**src/logic/core_demux_defs.svh**
```systemverilog
`ifndef CORE_DEMUX_DEFS_SVH
`define CORE_DEMUX_DEFS_SVH

// Core data bus
`define CD_ADDR_W        32
`define CD_DATA_W        32
`define CD_BE_W          4

// Memory map
`define CD_REGION_HI     31
`define CD_REGION_LO     20
`define CD_TCDM_BASE     12'h100  // Region of cluster 0
`define CD_EXT_SEL_BIT   14       // Demux peripherals inside the periph region
`define CD_CLUSTER_ID_W  6

// Peripheral path
`define CD_FIFO_DEPTH    2

`endif

```
**src/logic/demux_map_pkg.sv**
```systemverilog
`include "core_demux_defs.svh"

package demux_map_pkg;

  // Where a core access ends up
  typedef enum logic [1:0] {
    SH  = 2'd0,  // Cluster TCDM
    PE  = 2'd1,  // Peripheral interconnect
    EXT = 2'd2   // Demux peripherals
  } dest_e;

  // Top address bits, one region per MiB
  typedef logic [`CD_REGION_HI-`CD_REGION_LO:0] region_t;

endpackage

```
**src/logic/demux_bus_pkg.sv**
```systemverilog
`include "core_demux_defs.svh"

package demux_bus_pkg;

  // Request as it sits in the peripheral FIFO
  typedef struct packed {
    logic [`CD_ADDR_W-1:0] addr;
    logic                  wen;    // Low for a store
    logic [`CD_DATA_W-1:0] wdata;
    logic [`CD_BE_W-1:0]   be;
  } periph_req_t;

  typedef struct packed {
    logic [`CD_DATA_W-1:0] rdata;
    logic                  opc;    // Error flag
  } periph_resp_t;

  // One peripheral transaction in flight at most
  typedef enum logic [1:0] {
    IDLE    = 2'd0,
    PENDING = 2'd1,
    GRANTED = 2'd2
  } pe_state_e;

endpackage

```
**src/logic/addr_decoder.sv**
```systemverilog
`timescale 1ns/1ps
`include "core_demux_defs.svh"

module addr_decoder (
  input  logic                        clk,
  input  logic                        rst_ni,
  input  logic                        req_i,
  input  logic [`CD_ADDR_W-1:0]       addr_i,
  input  logic [`CD_CLUSTER_ID_W-1:0] cluster_id_i,
  output demux_map_pkg::dest_e        dest_o,
  output demux_map_pkg::dest_e        resp_dest_o
);

  import demux_map_pkg::*;

  localparam int RegionW = `CD_REGION_HI - `CD_REGION_LO + 1;
  localparam int PadW    = RegionW - `CD_CLUSTER_ID_W - 2;

  region_t region;
  region_t tcdm_rw;  // First TCDM region of this cluster
  region_t tcdm_ts;  // Test-and-set alias
  region_t dem_per;  // Shared by PE and EXT

  assign region = addr_i[`CD_REGION_HI:`CD_REGION_LO];

  // Each cluster owns four consecutive regions
  assign tcdm_rw = `CD_TCDM_BASE + {{PadW{1'b0}}, cluster_id_i, 2'b00};
  assign tcdm_ts = tcdm_rw + region_t'(1);
  assign dem_per = tcdm_rw + region_t'(2);

  always_comb begin
    if (region == tcdm_rw || region == tcdm_ts) begin
      dest_o = SH;
    end else if (region == dem_per) begin
      dest_o = addr_i[`CD_EXT_SEL_BIT] ? EXT : PE;
    end else begin
      dest_o = PE;  // Everything else, other clusters included
    end
  end

  // Remember who owes the next response
  always_ff @(posedge clk or negedge rst_ni) begin
    if (!rst_ni) begin
      resp_dest_o <= SH;
    end else if (req_i) begin
      resp_dest_o <= dest_o;
    end
  end

endmodule

```
**src/logic/req_router.sv**
```systemverilog
`timescale 1ns/1ps
`include "core_demux_defs.svh"

module req_router (
  input  logic                        req_i,
  input  demux_map_pkg::dest_e        dest_i,
  input  demux_map_pkg::dest_e        resp_dest_i,
  input  logic                        sh_gnt_i,
  input  logic                        ext_gnt_i,
  input  logic                        pe_gnt_i,
  input  logic                        sh_r_valid_i,
  input  logic [`CD_DATA_W-1:0]       sh_r_rdata_i,
  input  logic                        ext_r_valid_i,
  input  logic [`CD_DATA_W-1:0]       ext_r_rdata_i,
  input  logic                        ext_r_opc_i,
  input  logic                        pe_r_valid_i,
  input  demux_bus_pkg::periph_resp_t pe_r_resp_i,
  output logic                        sh_req_o,
  output logic                        ext_req_o,
  output logic                        pe_req_o,
  output logic                        gnt_o,
  output logic                        r_valid_o,
  output logic [`CD_DATA_W-1:0]       r_rdata_o,
  output logic                        r_opc_o
);

  import demux_map_pkg::*;
  import demux_bus_pkg::*;

  // Request steering, one strobe at a time
  always_comb begin
    sh_req_o  = 1'b0;
    ext_req_o = 1'b0;
    pe_req_o  = 1'b0;
    gnt_o     = 1'b0;
    case (dest_i)
      SH: begin
        sh_req_o = req_i;
        gnt_o    = req_i & sh_gnt_i;
      end
      EXT: begin
        ext_req_o = req_i;
        gnt_o     = req_i & ext_gnt_i;
      end
      PE: begin
        pe_req_o = req_i;
        gnt_o    = req_i & pe_gnt_i;  // From the transaction controller
      end
      default: ;
    endcase
  end

  // Response return follows the registered destination
  always_comb begin
    case (resp_dest_i)
      SH: begin
        r_valid_o = sh_r_valid_i;
        r_rdata_o = sh_r_rdata_i;
        r_opc_o   = 1'b0;  // TCDM never flags an error
      end
      EXT: begin
        r_valid_o = ext_r_valid_i;
        r_rdata_o = ext_r_rdata_i;
        r_opc_o   = ext_r_opc_i;
      end
      PE: begin
        r_valid_o = pe_r_valid_i;
        r_rdata_o = pe_r_resp_i.rdata;
        r_opc_o   = pe_r_resp_i.opc;
      end
      default: begin
        r_valid_o = 1'b0;
        r_rdata_o = '0;
        r_opc_o   = 1'b0;
      end
    endcase
  end

endmodule

```
**src/logic/periph_fifo.sv**
```systemverilog
`timescale 1ns/1ps
`include "core_demux_defs.svh"

module periph_fifo (
  input  logic                       clk,
  input  logic                       rst_ni,
  input  logic                       push_i,
  input  demux_bus_pkg::periph_req_t push_data_i,
  input  logic                       pe_gnt_i,
  output logic                       push_gnt_o,
  output logic                       pe_req_o,
  output demux_bus_pkg::periph_req_t pe_data_o
);

  import demux_bus_pkg::*;

  localparam int Depth = `CD_FIFO_DEPTH;
  localparam int PtrW  = (Depth > 1) ? $clog2(Depth) : 1;
  localparam int CntW  = $clog2(Depth + 1);

  periph_req_t       mem_q [Depth];
  logic [PtrW-1:0]   wr_ptr_q;
  logic [PtrW-1:0]   rd_ptr_q;
  logic [CntW-1:0]   count_q;
  logic              push;
  logic              pop;

  assign push_gnt_o = (count_q != CntW'(Depth));  // Room for one more
  assign pe_req_o   = (count_q != '0);
  assign pe_data_o  = mem_q[rd_ptr_q];

  assign push = push_i & push_gnt_o;
  assign pop  = pe_req_o & pe_gnt_i;

  always_ff @(posedge clk) begin
    if (push) begin
      mem_q[wr_ptr_q] <= push_data_i;
    end
  end

  always_ff @(posedge clk or negedge rst_ni) begin
    if (!rst_ni) begin
      wr_ptr_q <= '0;
      rd_ptr_q <= '0;
      count_q  <= '0;
    end else begin
      if (push) begin
        wr_ptr_q <= (wr_ptr_q == PtrW'(Depth - 1)) ? '0 : wr_ptr_q + 1'b1;
      end
      if (pop) begin
        rd_ptr_q <= (rd_ptr_q == PtrW'(Depth - 1)) ? '0 : rd_ptr_q + 1'b1;
      end
      // Simultaneous push and pop leaves the count alone
      if (push && !pop) begin
        count_q <= count_q + 1'b1;
      end else if (pop && !push) begin
        count_q <= count_q - 1'b1;
      end
    end
  end

endmodule

```
**src/logic/periph_txn_ctrl.sv**
```systemverilog
`timescale 1ns/1ps

module periph_txn_ctrl (
  input  logic                        clk,
  input  logic                        rst_ni,
  input  logic                        pe_req_i,
  input  logic                        fifo_gnt_i,
  input  logic                        pe_r_valid_i,
  input  demux_bus_pkg::periph_resp_t pe_r_resp_i,
  output logic                        fifo_push_o,
  output logic                        core_gnt_o,
  output logic                        resp_valid_o,
  output demux_bus_pkg::periph_resp_t resp_o
);

  import demux_bus_pkg::*;

  pe_state_e    state_q;
  pe_state_e    state_d;

  // Response delay line
  logic         valid0_q;
  logic         valid1_q;
  periph_resp_t resp0_q;
  periph_resp_t resp1_q;

  always_comb begin
    state_d     = state_q;
    fifo_push_o = 1'b0;
    core_gnt_o  = 1'b0;
    case (state_q)
      IDLE: begin
        fifo_push_o = pe_req_i;
        if (pe_req_i && fifo_gnt_i) begin
          state_d = PENDING;
        end
      end
      PENDING: begin
        if (pe_r_valid_i) begin
          state_d = GRANTED;  // Response is on its way
        end
      end
      GRANTED: begin
        core_gnt_o = 1'b1;
        state_d    = IDLE;
      end
      default: state_d = IDLE;
    endcase
  end

  always_ff @(posedge clk or negedge rst_ni) begin
    if (!rst_ni) begin
      state_q  <= IDLE;
      valid0_q <= 1'b0;
      valid1_q <= 1'b0;
    end else begin
      state_q  <= state_d;
      valid0_q <= pe_r_valid_i;
      valid1_q <= valid0_q;
    end
  end

  // Payload stages only move with their valid
  always_ff @(posedge clk) begin
    if (pe_r_valid_i) begin
      resp0_q <= pe_r_resp_i;
    end
    if (valid0_q) begin
      resp1_q <= resp0_q;
    end
  end

  assign resp_valid_o = valid1_q;  // One cycle after core_gnt_o
  assign resp_o       = resp1_q;

endmodule

```
**src/logic/core_demux.sv**
```systemverilog
`timescale 1ns/1ps
`include "core_demux_defs.svh"

module core_demux (
  input  logic                        clk,
  input  logic                        rst_ni,
  input  logic [`CD_CLUSTER_ID_W-1:0] cluster_id_i,
  // Core side
  input  logic                        data_req_i,
  input  logic [`CD_ADDR_W-1:0]       data_add_i,
  input  logic                        data_wen_i,
  input  logic [`CD_DATA_W-1:0]       data_wdata_i,
  input  logic [`CD_BE_W-1:0]         data_be_i,
  output logic                        data_gnt_o,
  output logic                        data_r_valid_o,
  output logic [`CD_DATA_W-1:0]       data_r_rdata_o,
  output logic                        data_r_opc_o,
  // Cluster TCDM
  output logic                        sh_req_o,
  output logic [`CD_ADDR_W-1:0]       sh_addr_o,
  output logic                        sh_wen_o,
  output logic [`CD_DATA_W-1:0]       sh_wdata_o,
  output logic [`CD_BE_W-1:0]         sh_be_o,
  input  logic                        sh_gnt_i,
  input  logic                        sh_r_valid_i,
  input  logic [`CD_DATA_W-1:0]       sh_r_rdata_i,
  // Demux peripherals
  output logic                        ext_req_o,
  output logic [`CD_ADDR_W-1:0]       ext_addr_o,
  output logic                        ext_wen_o,
  output logic [`CD_DATA_W-1:0]       ext_wdata_o,
  output logic [`CD_BE_W-1:0]         ext_be_o,
  input  logic                        ext_gnt_i,
  input  logic                        ext_r_valid_i,
  input  logic [`CD_DATA_W-1:0]       ext_r_rdata_i,
  input  logic                        ext_r_opc_i,
  // Peripheral interconnect
  output logic                        pe_req_o,
  output logic [`CD_ADDR_W-1:0]       pe_addr_o,
  output logic                        pe_wen_o,
  output logic [`CD_DATA_W-1:0]       pe_wdata_o,
  output logic [`CD_BE_W-1:0]         pe_be_o,
  input  logic                        pe_gnt_i,
  input  logic                        pe_r_valid_i,
  input  logic [`CD_DATA_W-1:0]       pe_r_rdata_i,
  input  logic                        pe_r_opc_i
);

  import demux_map_pkg::*;
  import demux_bus_pkg::*;

  dest_e        dest;
  dest_e        resp_dest;
  logic         pe_req;       // Core request aimed at PE
  logic         pe_core_gnt;
  logic         fifo_push;
  logic         fifo_gnt;
  logic         pe_resp_valid;
  periph_resp_t pe_resp;      // Delayed response
  periph_resp_t pe_r_in;
  periph_req_t  fifo_in;
  periph_req_t  fifo_out;

  // SH and EXT see the core bus directly
  assign sh_addr_o   = data_add_i;
  assign sh_wen_o    = data_wen_i;
  assign sh_wdata_o  = data_wdata_i;
  assign sh_be_o     = data_be_i;
  assign ext_addr_o  = data_add_i;
  assign ext_wen_o   = data_wen_i;
  assign ext_wdata_o = data_wdata_i;
  assign ext_be_o    = data_be_i;

  assign fifo_in = '{addr: data_add_i, wen: data_wen_i, wdata: data_wdata_i, be: data_be_i};
  assign pe_r_in = '{rdata: pe_r_rdata_i, opc: pe_r_opc_i};

  assign pe_addr_o  = fifo_out.addr;
  assign pe_wen_o   = fifo_out.wen;
  assign pe_wdata_o = fifo_out.wdata;
  assign pe_be_o    = fifo_out.be;

  addr_decoder i_addr_decoder (
    .clk          ( clk          ),
    .rst_ni       ( rst_ni       ),
    .req_i        ( data_req_i   ),
    .addr_i       ( data_add_i   ),
    .cluster_id_i ( cluster_id_i ),
    .dest_o       ( dest         ),
    .resp_dest_o  ( resp_dest    )
  );

  req_router i_req_router (
    .req_i         ( data_req_i     ),
    .dest_i        ( dest           ),
    .resp_dest_i   ( resp_dest      ),
    .sh_gnt_i      ( sh_gnt_i       ),
    .ext_gnt_i     ( ext_gnt_i      ),
    .pe_gnt_i      ( pe_core_gnt    ),
    .sh_r_valid_i  ( sh_r_valid_i   ),
    .sh_r_rdata_i  ( sh_r_rdata_i   ),
    .ext_r_valid_i ( ext_r_valid_i  ),
    .ext_r_rdata_i ( ext_r_rdata_i  ),
    .ext_r_opc_i   ( ext_r_opc_i    ),
    .pe_r_valid_i  ( pe_resp_valid  ),
    .pe_r_resp_i   ( pe_resp        ),
    .sh_req_o      ( sh_req_o       ),
    .ext_req_o     ( ext_req_o      ),
    .pe_req_o      ( pe_req         ),
    .gnt_o         ( data_gnt_o     ),
    .r_valid_o     ( data_r_valid_o ),
    .r_rdata_o     ( data_r_rdata_o ),
    .r_opc_o       ( data_r_opc_o   )
  );

  periph_txn_ctrl i_periph_txn_ctrl (
    .clk          ( clk           ),
    .rst_ni       ( rst_ni        ),
    .pe_req_i     ( pe_req        ),
    .fifo_gnt_i   ( fifo_gnt      ),
    .pe_r_valid_i ( pe_r_valid_i  ),
    .pe_r_resp_i  ( pe_r_in       ),
    .fifo_push_o  ( fifo_push     ),
    .core_gnt_o   ( pe_core_gnt   ),
    .resp_valid_o ( pe_resp_valid ),
    .resp_o       ( pe_resp       )
  );

  periph_fifo i_periph_fifo (
    .clk         ( clk       ),
    .rst_ni      ( rst_ni    ),
    .push_i      ( fifo_push ),
    .push_data_i ( fifo_in   ),
    .pe_gnt_i    ( pe_gnt_i  ),
    .push_gnt_o  ( fifo_gnt  ),
    .pe_req_o    ( pe_req_o  ),
    .pe_data_o   ( fifo_out  )
  );

endmodule

```
**config.mk**
```make
export PLATFORM = sky130hd
export DESIGN_NAME = core_demux
export DESIGN_NICKNAME = d
export VERILOG_FILES = /design/src/logic/demux_map_pkg.sv /design/src/logic/demux_bus_pkg.sv /design/src/logic/addr_decoder.sv /design/src/logic/req_router.sv /design/src/logic/periph_fifo.sv /design/src/logic/periph_txn_ctrl.sv /design/src/logic/core_demux.sv
export VERILOG_INCLUDE_DIRS = /design/src /design/src/logic
export SDC_FILE = /design/constraint.sdc
export NUM_CORES = 1
export LEC_CHECK = 0
export BUFFER_PORTS_ARGS = -buffer_cell sky130_fd_sc_hd__buf_2
export CAP_MARGIN = 20
export CORE_AREA = 5 5 162 164
export CTS_CLUSTER_DIAMETER = 150
export CTS_CLUSTER_SIZE = 20
export DETAILED_ROUTE_END_ITERATION = 6
export DIE_AREA = 0 0 167 169
export GPL_ROUTABILITY_DRIVEN = 0
export PLACE_DENSITY = 0.65
export RECOVER_POWER = 100
export SETUP_SLACK_MARGIN = 0.1
export SLEW_MARGIN = 15
export SYNTH_ARGS = -nofsm -noshare
export SYNTH_HDL_FRONTEND = slang
export SYNTH_SLANG_ARGS = --single-unit
```
**constraint.sdc**
```tcl
create_clock -name clk -period 12.5 [get_ports clk]
set_input_delay 3.75 -clock clk [delete_from_list [all_inputs] [get_ports clk]]
set_output_delay 3.75 -clock clk [all_outputs]
set_load 0.03 [all_outputs]
```
# Yosys cells after proc, flatten, opt, wreduce, memory -nomap -nowiden
# Memory sizes are Yosys's and may differ from the RTL's.
# Index checks and enable logic that the tools add are counted.
# W data, S select, Z words.
word_totals:
  regBits: 76
  latch_bits: 0
  mem_bits_rw: 138
  rom_bits: 0
  in_bits: 182
  out_inout_bits: 245
  word_cells: 69
  mem_count: 1
op_classes:
  add_sub_neg: 7
  n_mul: 0
  n_div: 0
  magnitude_cmp: 0
  n_eq_ne: 12
  shift: 0
  mux: 21
  n_bitwise: 5
  n_reduce_logical: 12
memory_table:
  columns: ["memory", "words", "word_bits", "rd", "rd_clocked_by_memory_dff", "wr", "line", "text"]
  rows:
  - ["i_periph_fifo.mem_q", 2, 69, 1, 0, 1, "periph_fifo.sv:21", "periph_req_t mem_q [Depth];"]
ops:
  columns: ["op", "count"]
  rows:
  - ["$pmux W32 S3", 1]
  - ["$eq A12 B12 Y1", 3]
  - ["$mux W2", 7]
  - ["$add A12 B1 Y12 const B", 1]
  - ["$add A12 B2 Y12 const B", 1]
  - ["$add A9 B8 Y10 const A", 1]
  - ["$mux W1", 9]
  - ["$eq A2 B1 Y1 const B", 3]
  - ["$eq A2 B2 Y1 const B", 3]
  - ["$logic_not A2 Y1", 3]
  - ["$pmux W1 S3", 2]
  - ["$and A1 B1 Y1", 5]
  - ["$ne A2 B2 Y1 const B", 2]
  - ["$pmux W2 S2", 1]
  - ["$reduce_bool A2 Y1", 2]
  - ["$logic_and A1 B1 Y1", 3]
  - ["$add A1 B1 Y1 const B", 2]
  - ["$add A2 B1 Y2 const B", 1]
  - ["$logic_not A1 Y1", 2]
  - ["$ne A2 B1 Y1 const B", 1]
  - ["$pmux W1 S2", 1]
  - ["$reduce_and A2 Y1", 1]
  - ["$sub A2 B1 Y2 const B", 1]
  - ["$logic_or A1 B1 Y1", 1]

# Longest topological paths before layout
logic_depth:
  ltp_word: 13
  mapped_depth: 12
  depth_no_buf: 12

# Hierarchy
# A second synthesis with hierarchy kept.
unflattened:
  cells_unflattened: 569
  area_unflattened_um2: 9631.7
modules_own_cells:
  columns: ["module", "instances", "cells_per_inst", "area_per_inst_um2"]
  rows:
  - ["periph_fifo", 1, 233, 5525.3]
  - ["periph_txn_ctrl", 1, 76, 2127.0]
  - ["core_demux", 1, 138, 1036.0]
  - ["req_router", 1, 103, 750.7]
  - ["addr_decoder", 1, 19, 192.7]

# Worst setup path after synthesis
# OpenSTA, ideal clock, no wires.
synth_path:
  path_kind: "input-to-output"
  from: "input data_add_i[29]"
  to: "output data_gnt_o"
  arrival_time_ns: 6.255
  slack_ns: 2.495
  path_stages: 6
  n_path_buf: 0
  path_cell_list: "or4b_4 nor4_4 nand3_1 ha_1 nor2b_1 nor4b_1"
synth_between:
  elab_chain_cells: 5
  elab_cells_between_ends: 10
synth_lines:
  columns: ["item", "line", "text"]
  rows:
  - ["from (decl)", "core_demux.sv:10", "input logic [`CD_ADDR_W-1:0] data_add_i,"]
  - ["$eq A12 B12 Y1 (on tied branches)", "addr_decoder.sv:34, addr_decoder.sv:32", null]
  - ["$mux W2 / $logic_or A1 B1 Y1 (equally long branches)", "addr_decoder.sv:34, addr_decoder.sv:32", null]
  - ["$mux W2 *", "addr_decoder.sv:32", "if (region == tcdm_rw || region == tcdm_ts) begin"]
  - ["$eq A2 B1 Y1 (tied with other cells)", "req_router.sv:36", "case (dest_i)"]
  - ["$pmux W1 S3 *", "req_router.sv:36", null]
  - ["to (decl)", "core_demux.sv:14", "output logic data_gnt_o,"]
# Every way passes the cells marked *; elsewhere a longest branch is shown, timed or not.

# Worst setup path after layout
layout_path:
  from: "input data_add_i[28]"
  to: "output data_gnt_o"
# The elaborated chain is that of the path after synthesis.

==> impl_metrics.ini <==
[outcome]
run_status = complete, but fails checks
violations = max-capacitance violations, max-slew violations

[route]
ant_nets = 0
initialDrtViolationCount = 423
drtPass1Iterations = 6
vias = 5634
drc = 0
viasPerCell = 4.750
avgRoutedWirePerCell_um = 19.51
totalWireLength_mm = 23.14

[final_layout]
final_cells = 1186
multi_input_area_um2 = 1634
drive_gt1_share_pct = 23.04
areaGrowthSynthToFinish_pct = 15.74
fillers = 2439
nets = 1043
regArea_um2 = 6376
final_util_pct = 42.88
layout_common_cells = clkbuf_1 (325), edfxtp_1 (204), buf_2 (107), mux2_2 (68), nor2_1 (38)
final_common_cell = clkbuf_1
stdcell_area_um2 = 10610

[timing]
hold_violations = 0
timing.final.crit_period_ns = 10.47
rsz0062_at_grt = no
fmax_mhz = 95.49
slew_viol_final = 274
setup_viol = 0
timing.slew.headroom_pct = -222.1
min_period_over_period_pct = 83.78
worst_pin_slew_ns = 4.832
clock_skew_ns = 0.01746
fin_setup_tns_ns = 0

[placement]
dp_hpwl_mm = 17.36
dpl_cell_area_um2 = 10650
io_buffers = 426
dp_cells = 1165

[yosys]
netlist_instances = 566
synth_area_leaders = edfxtp_1 (67%), buf_4 (11%), mux2_2 (8.5%), a222oi_1 (3.6%), dfrtp_1 (2.7%)
synth_area_per_cell_um2 = 16.20
ys_seq_area_share_pct = 69.55
syn_area_um2 = 9168
synthDistinctLibCells = 30
synth_top_area_share_pct = 66.82
ys_ff_latch = 214
yosysTopAreaCell = edfxtp_1
syn-num-nets = 757
yosysWarnings = 0

[worst_setup_path]
crit_fanout = 6
critPathKind = primary input to output port
cp.required_ns = 8.75
r2r_slack_ns = 7.52
cp-end-kind = output port
crit_arrival_ns = 6.72
startpoint_type = primary input

[pwr]
p_leak_nw = 3.648
swShare_pct = 35.42
power.density_nw_per_um2 = 198.6
intPower_w = 0.001361
p_seq_share_pct = 47.8
pwr-share-comb_pct = 31.6
power.switching_w = 0.0007461
peakVddDrop_mv = 0.1514
clkPwrFrac_pct = 20.6

[run]
cap_violations = 6

[clock_network]
cts-htree-levels = 1
cts_resized = 0
clk_pin_slew_ns = 0.08
clock_latency_ns = 0.47
clkSinkCount = 214
post_cts_buffers = 0
cts_made_buffers = 14
cts_tree = yes
cts_buffer_depth = 3
clockRootBuffer = clkbuf_16
holdBufCountCts = 0

[floorplanning]
core.rowCount = 58
fp.dieH_um = 169
die_w_um = 167
initial_core_util_pct = 37.05
dieArea_um2 = 28220
coreArea_um2 = 24750
io_pins = 427

[grt]
grt_max_degree = 71
grt_usage_pct = 15.00
antenna_found_initial = 1
grt_pass1_wl_mm = 33.15
grt_pass1_vias = 5615
grt.overflow.total = 0

[min_path]
hp-class = register to register
==> power groups by stage <==
stage	Combinational (W)	Sequential, W	Clock (W)
floorplan	0.000547	0.000967	0
global placement	0.000701	0.00101	0
detailed placement	0.000706	0.00102	0
CTS	0.000708	0.00100	0.000454
global route	0.000710	0.00102	0.000482
finish	0.000665	0.00101	0.000435
==> cells in the mapped netlist <==
cell type,count
a221oi_1,1
a222oi_1,33
a22oi_1,1
a31oi_1,1
a41o_1,1
and2_1,3
and2_2,1
and3_1,1
buf_1,2
buf_4,138
clkbuf_1,22
dfrtp_1,10
edfxtp_1,204
ha_1,9
inv_1,4
mux2_2,69
nand2_1,2
nand2b_1,3
nand3_1,1
nand4_1,1
nand4b_1,1
nor2_1,38
nor2b_1,4
nor4_4,1
nor4b_1,1
o21ai_0,1
or2_2,1
or4b_4,1
xnor2_1,7
xor2_1,4
==> critical path: stages <==
cell	delay [ns]
clkbuf_1	0.20
or4b_1	0.48
nor4_1	0.85
nand3_1	0.26
ha_1	0.37
nor2b_1	0.13
nor4b_1	0.28
clkbuf_1	0.41
==> registers in the layout, summed over array words and instances, names as in the netlist <==
signal,flops
i_periph_txn_ctrl.state_q,2
i_periph_fifo.wr_ptr_q,1
i_periph_txn_ctrl.resp0_q,33
i_periph_txn_ctrl.resp_valid_o,1
i_periph_fifo.rd_ptr_q,1
i_periph_txn_ctrl.valid0_q,1
i_periph_txn_ctrl.resp_o,33
i_periph_fifo.count_q,2
i_addr_decoder.resp_dest_o,2
i_periph_fifo.mem_q,138
==> cell type report <==
class / instances / share of cell area (%)
tap: 330 / 3.892
antenna: 1 / 0.02358
timing repair buffer: 432 / 16.72
inverter: 4 / 0.1415
sequential: 214 / 60.09
clock buffer: 18 / 3.644
clock inverter: 1 / 0.08255
multi-input combinational: 186 / 15.40
==> per-layer routing <==
layer | track usage (%) | up-vias | share of wire [%]
met2 | 26.91 | 339 | 51
li1 | - | 2546 | -
met5 | 0 | - | 0
met4 | 4.803 | 0 | 2.4
met1 | 16.44 | 2722 | 35
met3 | 5.722 | 27 | 12
==> path summary, 6_finish.rpt <==
| path | start | end | cells after the start |
|---|---|---|---|
| worst max-delay path | data_add_i[28] | data_gnt_o | 8 |
| worst min-delay path | i_periph_txn_ctrl.resp0_q[24] | i_periph_txn_ctrl.resp_o[24] | 0 |
| worst max register to register | i_periph_fifo.count_q[0] | i_periph_fifo.mem_q[1][58] | 4 |
| worst min register to register | i_periph_txn_ctrl.resp0_q[24] | i_periph_txn_ctrl.resp_o[24] | 0 |
| max in group asynchronous | rst_ni | i_periph_fifo.wr_ptr_q | 1 |
| min in group asynchronous | rst_ni | i_periph_txn_ctrl.state_q[0] | 1 |
==> per-stage QoR <==
| step | hold slack (ns) | power (W) | setup slack (ns) |
|---|---|---|---|
| after floorplan | 0.4003 | 0.001514 | 2.495 |
| after CTS | 0.4176 | 0.002165 | 2.684 |
| final | 0.4198 | 0.002107 | 2.028 |
| after global routing | 0.4304 | 0.002215 | 1.826 |
| after global placement | 0.4010 | 0.001715 | 2.760 |
| after detailed placement | 0.4045 | 0.001725 | 2.703 |
==> cell families (layout without fill, tap and decap cells) <==
group                      Yosys count  in the layout  synth area share [%]
AOI/OAI and AO/OA                   38             38                 4.013
xor gates and xnor gates            11             11                 1.051
adders and majority gates            9              9                 1.228
buffers and inverters              166            455                 12.45
DFF                                214            214                 69.55
muxes                               69             69                 8.476
other                                0              1                     0
and+or+nand+nor                     59             59                 3.235
Note: power is estimated with default switching activity, not from simulation.
